`src/source/core_mem_pkg.sv`:
```
//******************************
// core_mem_pkg
// core request and memory bus definitions
//******************************
package core_mem_pkg;

    typedef enum logic [1:0] {acc_none, acc_code, acc_read, acc_write} access_t;

    typedef enum logic [1:0] {priv_u = 2'd0, priv_s = 2'd1, priv_m = 2'd3} priv_t;

    // funct3 style width codes
    typedef enum logic [2:0] {
        size_b  = 3'd0,
        size_h  = 3'd1,
        size_w  = 3'd2,
        size_bu = 3'd4,
        size_hu = 3'd5
    } size_t;

    typedef logic [31:0] cause_t;

    localparam cause_t CAUSE_FETCH_PF = 32'd12;
    localparam cause_t CAUSE_LOAD_PF  = 32'd13;
    localparam cause_t CAUSE_STORE_PF = 32'd15;
    localparam cause_t CAUSE_NONE     = '1;

    // 16 KiB of words behind the MMU
    localparam int MEM_WORDS = 4096;

    typedef struct packed {
        logic [31:0] insn_addr;
        logic [31:0] data_addr;
        logic [31:0] wdata;
        logic        data_we;
        size_t       size;
        access_t     access;
        priv_t       priv;
        logic [31:0] satp;
        logic        sum;
        logic        mxr;
    } mmu_req_t;

    typedef struct packed {
        logic [31:0] addr;
        logic [31:0] wdata;
        logic        we;
        logic        le;
        size_t       size;
    } mem_bus_t;

endpackage

```
`src/source/sv32_pkg.sv`:
```
//******************************
// sv32_pkg
// Sv32 address and PTE types, PTE bit positions,
// TLB geometry and page walker states
//******************************
package sv32_pkg;

    // addresses and page numbers
    typedef logic [31:0] vaddr_t;
    typedef logic [31:0] paddr_t;
    typedef logic [19:0] vpn_t;
    typedef logic [19:0] ppn_t;

    // page table entry word, PPN in bits 29:10
    typedef logic [31:0] pte_t;

    localparam int PTE_V = 0;
    localparam int PTE_R = 1;
    localparam int PTE_W = 2;
    localparam int PTE_X = 3;
    localparam int PTE_U = 4;
    localparam int PTE_A = 6;
    localparam int PTE_D = 7;

    // direct-mapped TLB, index from the low VPN bits
    localparam int TLB_ENTRIES = 4;
    localparam int TLB_IDX_W   = $clog2(TLB_ENTRIES);
    localparam int TLB_TAG_W   = $bits(vpn_t) - TLB_IDX_W;

    typedef enum logic [2:0] {
        ws_idle,
        ws_l1_read,
        ws_l1_gap,
        ws_l0_read,
        ws_check,
        ws_update,
        ws_hit
    } walk_state_t;

endpackage

```
`src/source/mmu.sv`:
```
`timescale 1ns/1ps
//******************************
// mmu
// Sv32 MMU with fetch/load/store TLBs,
// bare-mode bypass and memory bus steering
//******************************
module mmu
    import sv32_pkg::*;
    import core_mem_pkg::*;
(
    input  logic        CLK,
    input  logic        rst,
    input  mmu_req_t    req,
    input  logic        flush,
    input  logic [31:0] mem_rdata,
    input  logic        mem_busy,
    output mem_bus_t    bus,
    output paddr_t      paddr,
    output logic [31:0] rdata,
    output logic        busy,
    output cause_t      fault
);
    logic   translated;
    logic   is_code;
    logic   is_load;
    vpn_t   insn_vpn;
    vpn_t   data_vpn;
    logic   hit_fetch, hit_load, hit_store, tlb_hit;
    ppn_t   ppn_fetch, ppn_load, ppn_store, hit_ppn;
    logic   fill;
    ppn_t   fill_ppn;
    paddr_t walk_addr;
    paddr_t xlat_addr;
    logic   walk_le;
    logic   wb_we;
    pte_t   wb_data;
    logic   walking;

    assign is_code    = (req.access == acc_code);
    assign is_load    = is_code || (req.access == acc_read);
    // machine mode or satp.MODE clear means bare
    assign translated = (req.access != acc_none) && (req.priv != priv_m) && req.satp[31];
    assign insn_vpn   = req.insn_addr[31:12];
    assign data_vpn   = req.data_addr[31:12];

    tlb_direct u_tlb_fetch (
        .CLK, .rst, .flush, .fill(fill && req.access == acc_code), .fill_vpn(insn_vpn),
        .fill_ppn, .look_vpn(insn_vpn), .hit(hit_fetch), .hit_ppn(ppn_fetch)
    );
    tlb_direct u_tlb_load (
        .CLK, .rst, .flush, .fill(fill && req.access == acc_read), .fill_vpn(data_vpn),
        .fill_ppn, .look_vpn(data_vpn), .hit(hit_load), .hit_ppn(ppn_load)
    );
    tlb_direct u_tlb_store (
        .CLK, .rst, .flush, .fill(fill && req.access == acc_write), .fill_vpn(data_vpn),
        .fill_ppn, .look_vpn(data_vpn), .hit(hit_store), .hit_ppn(ppn_store)
    );

    always_comb begin
        case (req.access)
            acc_code: begin
                tlb_hit = hit_fetch;
                hit_ppn = ppn_fetch;
            end
            acc_read: begin
                tlb_hit = hit_load;
                hit_ppn = ppn_load;
            end
            default: begin
                tlb_hit = hit_store;
                hit_ppn = ppn_store;
            end
        endcase
    end

    page_walker u_walker (
        .CLK, .rst, .req, .start(translated), .tlb_hit, .hit_ppn, .mem_rdata, .mem_busy,
        .walk_addr, .walk_le, .wb_we, .wb_data, .xlat_addr, .fill, .fill_ppn, .fault, .walking
    );

    always_comb begin
        bus       = '0;
        bus.wdata = wb_we ? wb_data : req.wdata;
        if (!translated) begin
            bus.addr = is_code ? req.insn_addr : req.data_addr;
            bus.le   = is_load;
            bus.size = is_code ? size_w : req.size;
        end else if (walk_le || wb_we) begin
            // PTE reads and write-back are whole words
            bus.addr = walk_addr;
            bus.le   = walk_le;
            bus.size = size_w;
        end else begin
            bus.addr = xlat_addr;
            bus.le   = is_load && (fault == CAUSE_NONE);
            bus.size = is_code ? size_w : req.size;
        end
        // a store never raises le, so only the walker can hold it back
        bus.we = wb_we || (req.data_we && (!translated || !walking) && (fault == CAUSE_NONE));
    end

    assign busy  = translated ? (walking || mem_busy) : mem_busy;
    assign paddr = translated ? xlat_addr : req.data_addr;
    assign rdata = mem_rdata;

endmodule

```
`src/source/page_walker.sv`:
```
`timescale 1ns/1ps
//******************************
// page_walker
// Sv32 two-level table walk, permission check,
// A/D write-back and TLB fill
//******************************
module page_walker
    import sv32_pkg::*;
    import core_mem_pkg::*;
(
    input  logic     CLK,
    input  logic     rst,
    input  mmu_req_t req,
    input  logic     start,
    input  logic     tlb_hit,
    input  ppn_t     hit_ppn,
    input  pte_t     mem_rdata,
    input  logic     mem_busy,
    output paddr_t   walk_addr,
    output logic     walk_le,
    output logic     wb_we,
    output pte_t     wb_data,
    output paddr_t   xlat_addr,
    output logic     fill,
    output ppn_t     fill_ppn,
    output cause_t   fault,
    output logic     walking
);
    walk_state_t state_q;
    logic        fail_q;
    pte_t        l1_q;
    pte_t        l0_q;
    paddr_t      xlat_q;
    vaddr_t      vaddr;
    paddr_t      l1_addr;
    paddr_t      l0_addr;
    logic        leaf_l1;
    pte_t        leaf;
    logic        bad_pte;
    logic        bad_priv;
    logic        bad_kind;

    assign vaddr   = (req.access == acc_code) ? req.insn_addr : req.data_addr;
    assign l1_addr = {req.satp[19:0], 12'h000} + {20'h0, vaddr[31:22], 2'b00};
    assign l0_addr = {l1_q[29:10], 12'h000} + {20'h0, vaddr[21:12], 2'b00};
    assign leaf_l1 = l1_q[PTE_R] || l1_q[PTE_X];
    assign leaf    = leaf_l1 ? l1_q : l0_q;

    always_comb begin
        bad_pte = !l1_q[PTE_V] || (leaf[PTE_W] && !leaf[PTE_R]);
        if (leaf_l1) begin
            // megapage must be 4 MiB aligned
            bad_pte = bad_pte || (l1_q[19:10] != '0);
        end else begin
            bad_pte = bad_pte || !l0_q[PTE_V] || !(l0_q[PTE_R] || l0_q[PTE_X]);
        end
        bad_priv = (req.priv == priv_u && !leaf[PTE_U]) ||
                   (req.priv == priv_s && leaf[PTE_U] && (!req.sum || req.access == acc_code));
        case (req.access)
            acc_code:  bad_kind = !leaf[PTE_X];
            acc_read:  bad_kind = !(leaf[PTE_R] || (req.mxr && leaf[PTE_X]));
            acc_write: bad_kind = !leaf[PTE_W];
            default:   bad_kind = 1'b1;
        endcase
    end

    always_ff @(posedge CLK) begin
        if (rst) begin
            state_q <= ws_idle;
            fail_q  <= 1'b0;
        end else begin
            case (state_q)
                ws_idle: begin
                    if (start) begin
                        state_q <= tlb_hit ? ws_hit : ws_l1_read;
                    end
                end
                ws_l1_read: begin
                    if (!mem_busy) begin
                        state_q <= ws_l1_gap;
                    end
                end
                // invalid or leaf at level 1 skips the second read
                ws_l1_gap:  state_q <= (!l1_q[PTE_V] || leaf_l1) ? ws_check : ws_l0_read;
                ws_l0_read: begin
                    if (!mem_busy) begin
                        state_q <= ws_check;
                    end
                end
                ws_check: begin
                    state_q <= ws_update;
                    fail_q  <= bad_pte || bad_priv || bad_kind;
                end
                ws_update:  state_q <= ws_hit;
                ws_hit: begin
                    // held while the translated read waits on memory
                    if (!mem_busy) begin
                        state_q <= ws_idle;
                        fail_q  <= 1'b0;
                    end
                end
                default:    state_q <= ws_idle;
            endcase
        end
    end

    always_ff @(posedge CLK) begin
        if (state_q == ws_l1_read && !mem_busy) begin
            l1_q <= mem_rdata;
        end
        if (state_q == ws_l0_read && !mem_busy) begin
            l0_q <= mem_rdata;
        end
        if (state_q == ws_idle) begin
            xlat_q <= xlat_addr;
        end else if (state_q == ws_check) begin
            xlat_q <= leaf_l1 ? {l1_q[29:20], vaddr[21:0]} : {l0_q[29:10], vaddr[11:0]};
        end
    end

    always_comb begin
        case (state_q)
            ws_l0_read: walk_addr = l0_addr;
            ws_update:  walk_addr = leaf_l1 ? l1_addr : l0_addr;
            default:    walk_addr = l1_addr;
        endcase
        wb_data = leaf;
        wb_data[PTE_A] = 1'b1;
        if (req.access == acc_write) begin
            wb_data[PTE_D] = 1'b1;
        end
        if (!fail_q) begin
            fault = CAUSE_NONE;
        end else if (req.access == acc_code) begin
            fault = CAUSE_FETCH_PF;
        end else if (req.access == acc_read) begin
            fault = CAUSE_LOAD_PF;
        end else begin
            fault = CAUSE_STORE_PF;
        end
    end

    assign walk_le   = (state_q == ws_l1_read) || (state_q == ws_l0_read);
    assign wb_we     = (state_q == ws_update) && !fail_q;
    assign fill      = wb_we;
    // megapage fills store the 4 KiB page that was touched
    assign fill_ppn  = xlat_q[31:12];
    assign xlat_addr = (state_q == ws_idle) ? {hit_ppn, vaddr[11:0]} : xlat_q;
    // translation unresolved until the hit state
    assign walking   = (state_q != ws_hit);

endmodule

```
`src/source/tlb_direct.sv`:
```
`timescale 1ns/1ps
//******************************
// tlb_direct
// direct-mapped VPN to PPN cache
// with combinational lookup
//******************************
module tlb_direct
    import sv32_pkg::*;
(
    input  logic CLK,
    input  logic rst,
    input  logic flush,
    input  logic fill,
    input  vpn_t fill_vpn,
    input  ppn_t fill_ppn,
    input  vpn_t look_vpn,
    output logic hit,
    output ppn_t hit_ppn
);
    logic [TLB_TAG_W-1:0]   tag_q [TLB_ENTRIES];
    ppn_t                   ppn_q [TLB_ENTRIES];
    logic [TLB_ENTRIES-1:0] valid_q;
    logic [TLB_IDX_W-1:0]   look_idx;
    logic [TLB_IDX_W-1:0]   fill_idx;

    assign look_idx = look_vpn[TLB_IDX_W-1:0];
    assign fill_idx = fill_vpn[TLB_IDX_W-1:0];

    // tag is the VPN above the index bits
    assign hit = valid_q[look_idx] &&
                 (tag_q[look_idx] == look_vpn[$bits(vpn_t)-1:TLB_IDX_W]);
    assign hit_ppn = ppn_q[look_idx];

    always_ff @(posedge CLK) begin
        if (rst || flush) begin
            valid_q <= '0;
        end else if (fill) begin
            valid_q[fill_idx] <= 1'b1;
        end
    end

    always_ff @(posedge CLK) begin
        if (fill) begin
            tag_q[fill_idx] <= fill_vpn[$bits(vpn_t)-1:TLB_IDX_W];
            ppn_q[fill_idx] <= fill_ppn;
        end
    end

endmodule
```
`config.mk`:
```
export PLATFORM = sky130hd
export DESIGN_NAME = mmu
export DESIGN_NICKNAME = d
export VERILOG_FILES = /design/src/source/core_mem_pkg.sv /design/src/source/sv32_pkg.sv /design/src/source/mmu.sv /design/src/source/page_walker.sv /design/src/source/tlb_direct.sv
export SDC_FILE = /design/constraint.sdc
export NUM_CORES = 1
export LEC_CHECK = 0
export BUFFER_PORTS_ARGS = -buffer_cell sky130_fd_sc_hd__buf_2
export CORE_ASPECT_RATIO = 0.5
export CORE_UTILIZATION = 35
export CTS_CLUSTER_SIZE = 16
export DETAILED_ROUTE_END_ITERATION = 12
export GPL_TIMING_DRIVEN = 1
export PLACE_DENSITY = 0.54
export REMOVE_ABC_BUFFERS = 1
export SETUP_SLACK_MARGIN = 0.1
export SKIP_LAST_GASP = 1
export SLEW_MARGIN = 0
export SYNTH_ARGS = -nofsm -noshare
export SYNTH_HDL_FRONTEND = slang
export SYNTH_SLANG_ARGS = --single-unit
```
`constraint.sdc`:
```
create_clock -name CLK -period 5.5 [get_ports CLK]
set_input_delay 0.825 -clock CLK [delete_from_list [all_inputs] [get_ports CLK]]
set_output_delay 0.825 -clock CLK [all_outputs]
set_load 0.005 [all_outputs]
```
==> run metrics <==
vias in the first global route approximately 15,000; CTS Sinks 566; final instance area 28,800 µm²; DRT iter0 DRCs 1,369; core area 69,600 µm²; Synth area leaders edfxtp_1 66%, mux4_2 8.8%, mux2i_1 5.4%, nand2_1 2.6%, o21ai_0 2.1%; Clk pin slew, worst setup/hold paths 0.06 ns; via count 14,754; initial antenna violation count 7; Detailed Place HPWL roughly 45 mm; flops & latches, synth 566; Slew headroom 26.4%; Layout area overhead 15.9%; post-synthesis cell area 24,900 µm²; worst-margin pin slew 1.10 ns; Final setup viols 0; Int Pwr 7.16 mW; clk buf depth 3; Post-Place Cells 2,749; post-route clock period utilization 83.8%; Psw between 2 and 2.5 mW; status completed; # resized after CTS 0; vias per cell 5.19; die width approximately 380 µm; Max Cap Viol 0; FILL cells 6,477; count leader, synth edfxtp_1; Post-Layout Cell Count 2,845; power share of the combinational group 10.3%; Seq/Total Area, Yosys between 60% and 70%; Most used DFF post-synth edfxtp_1; critical path data arrival time 3.78 ns; DP Area 27,200 µm²; min-delay worst type in2reg; Root Driver clkbuf_16; Final WS setup between 0.8 and 0.9 ns; Pleak 10.2 nW; largest net degree at the start of global routing 58; Die ar. around 72,000 µm²; Period minus WS final 4.61 ns; fin util approximately 41%; Syn Inst Count 1,602; pwr/cell area 328 nW/µm²; Routed WL 69.9 mm; input/output buffers ~320; DRT antenna net count 0; crit path max fanout 18; Synth cell types 60; CTS H-Tree Depth 2; maximum clock frequency between 200 and 250 MHz; clock latency on the worst-skew pair 0.59 ns; DRC errors left 0; Final GP Congestion 0.845; Post-synth top cells 550 x edfxtp_1, 169 x nand2_1, 133 x mux2i_1; pre-CTS setup slack 1.25 ns; Crit. End Element output pin; async set-reset flop share out of synthesis 0%; RSZ-0062 raised after global routing no; Setup Skew 0.0311 ns; Initial Util 35.7%; Multi-input gate area 7140 µm²; layout cells sized above 1 29.7%; Max Slew Vio Count 0; CTS tree done; DRT Pass-1 Iters 5; Synth Warn # 0; post-layout net count 2,037; FF/Latch Area 16,800 µm²; post-synth top area cell edfxtp_1; clock power share 36.0%; Design Power 9.45 mW; gr ovfl total 0; CP required 4.68 ns; kind of critical path reg2out; Flop pwr share 53.7%; die span in y 190 µm; Fin. Hold Viols 0; Total GRT Usage 19.0%; first-pass GRT wire length between 90 and 100 mm; share of the synthesized area in the top cell type 66.5%; switching part of the total between 20% and 30%; syn avg cell area 15.5 µm²; # rows 68; crit path launch type flip-flop; Post-CTS Hold Buffers 0; Inserted Clock Buffers 53; Setup Buffers After CTS 0; maximum vdd ir drop 246 µV; I/O pin count 340; EDFF count, synth 550; DR WL/cell 24.6 µm
-- state kept, by name (all words and copies together) (netlist names), 3 cells and up --
| signal | count |
|---|---|
| u_tlb_fetch.ppn_q | 80 |
| u_tlb_load.ppn_q | 80 |
| u_tlb_store.ppn_q | 80 |
| u_tlb_fetch.tag_q | 72 |
| u_tlb_load.tag_q | 72 |
| u_tlb_store.tag_q | 72 |
| u_walker.xlat_q | 32 |
| u_walker.l0_q | 31 |
| u_walker.l1_q | 31 |
| u_tlb_fetch.valid_q | 4 |
| u_tlb_load.valid_q | 4 |
| u_tlb_store.valid_q | 4 |
| u_walker.state_q | 3 |
-- stage by stage --
step,TNS [ns],hold slack (ns)
floorplan,-109.08,0.432
global placement,0,0.440
detailed placement,0,0.449
CTS,0,0.412
global route,0,0.416
finish,0,0.437
-- per-layer routing --
metal | routed length, µm | track usage, %
met1 | 30800 | 26.1
met2 | 34800 | 32.1
met3 | 3150 | 2.77
met4 | 1110 | 3.94
met5 | 0 | 0
-- kinds of logic (layout without fill, tap and decap cells) --
| logic type | after synthesis | count (layout) | share of synthesized area, % |
|---|---|---|---|
| multiplexers | 243 | 243 | 14.9 |
| AO/OA/AOI/OAI | 271 | 271 | 6.48 |
| other | 1 | 5 | 0.0151 |
| buffers and inverters | 188 | 482 | 4.08 |
| flip-flops | 566 | 566 | 67.7 |
| XOR/XNOR | 54 | 54 | 1.90 |
| adder cells (fa/ha/maj) | 4 | 4 | 0.201 |
| AND/OR/NAND/NOR | 275 | 275 | 4.72 |
-- worst paths after layout --
path,start,endpoint,slack (ns),cells past startpoint
worst max register to register,u_walker.state_q[2],u_tlb_store.tag_q[0][0],1.71,5
worst min register to register,u_tlb_store.valid_q[1],u_tlb_store.valid_q[1],0.46,1
worst max-delay path,u_walker.l1_q[3],bus[39],0.89,8
worst min-delay path,mem_rdata[4],u_walker.l1_q[4],0.44,1
-- final cells by class --
| class | instances | share of cell area [%] |
|---|---|---|
| inverter | 22 | 0.287 |
| clock buffer | 78 | 5.15 |
| sequential | 566 | 58.4 |
| tap | 945 | 4.10 |
| timing repair buffer | 367 | 6.96 |
| multi-input combinational | 849 | 24.8 |
| clock inverter | 15 | 0.243 |
| antenna | 3 | 0.0261 |
-- power groups by stage --
stage          Sequential, mW  Clock [mW]  Combinational (mW)
2_1_floorplan            5.10           0               0.478
3_3_place_gp             5.16           0               0.977
3_5_place_dp             5.17           0               0.979
4_1_cts                  5.07        3.47               0.983
5_1_grt                  5.09        3.63                1.05
6_report                 5.07        3.40               0.976
-- worst max-delay path: stages (launching register included) --
cell	delay, ns
edfxtp_1	0.50
or2_2	0.58
nor3_1	0.16
o21ai_4	0.81
buf_4	0.33
mux2i_1	0.33
o22ai_1	0.14
a22oi_1	0.17
buf_2	0.16
-- layout by cell type (no fill, tap or decap), types with 20 or more instances in the layout --
| master | netlist | final |
|---|---|---|
| mux2i_1 | 133 | 133 |
| a21oi_1 | 66 | 66 |
| clkbuf_16 | 0 | 55 |
| clkbuf_1 | 73 | 21 |
| xnor2_1 | 34 | 34 |
| inv_1 | 21 | 21 |
| buf_2 | 17 | 321 |
| buf_4 | 64 | 41 |
| mux4_2 | 97 | 97 |
| nand2_1 | 169 | 168 |
| xor2_1 | 20 | 20 |
| a22oi_1 | 32 | 32 |
| edfxtp_1 | 550 | 550 |
| nor2_1 | 47 | 40 |
| o21ai_0 | 106 | 106 |
Note: power is estimated with default switching activity, not from simulation.
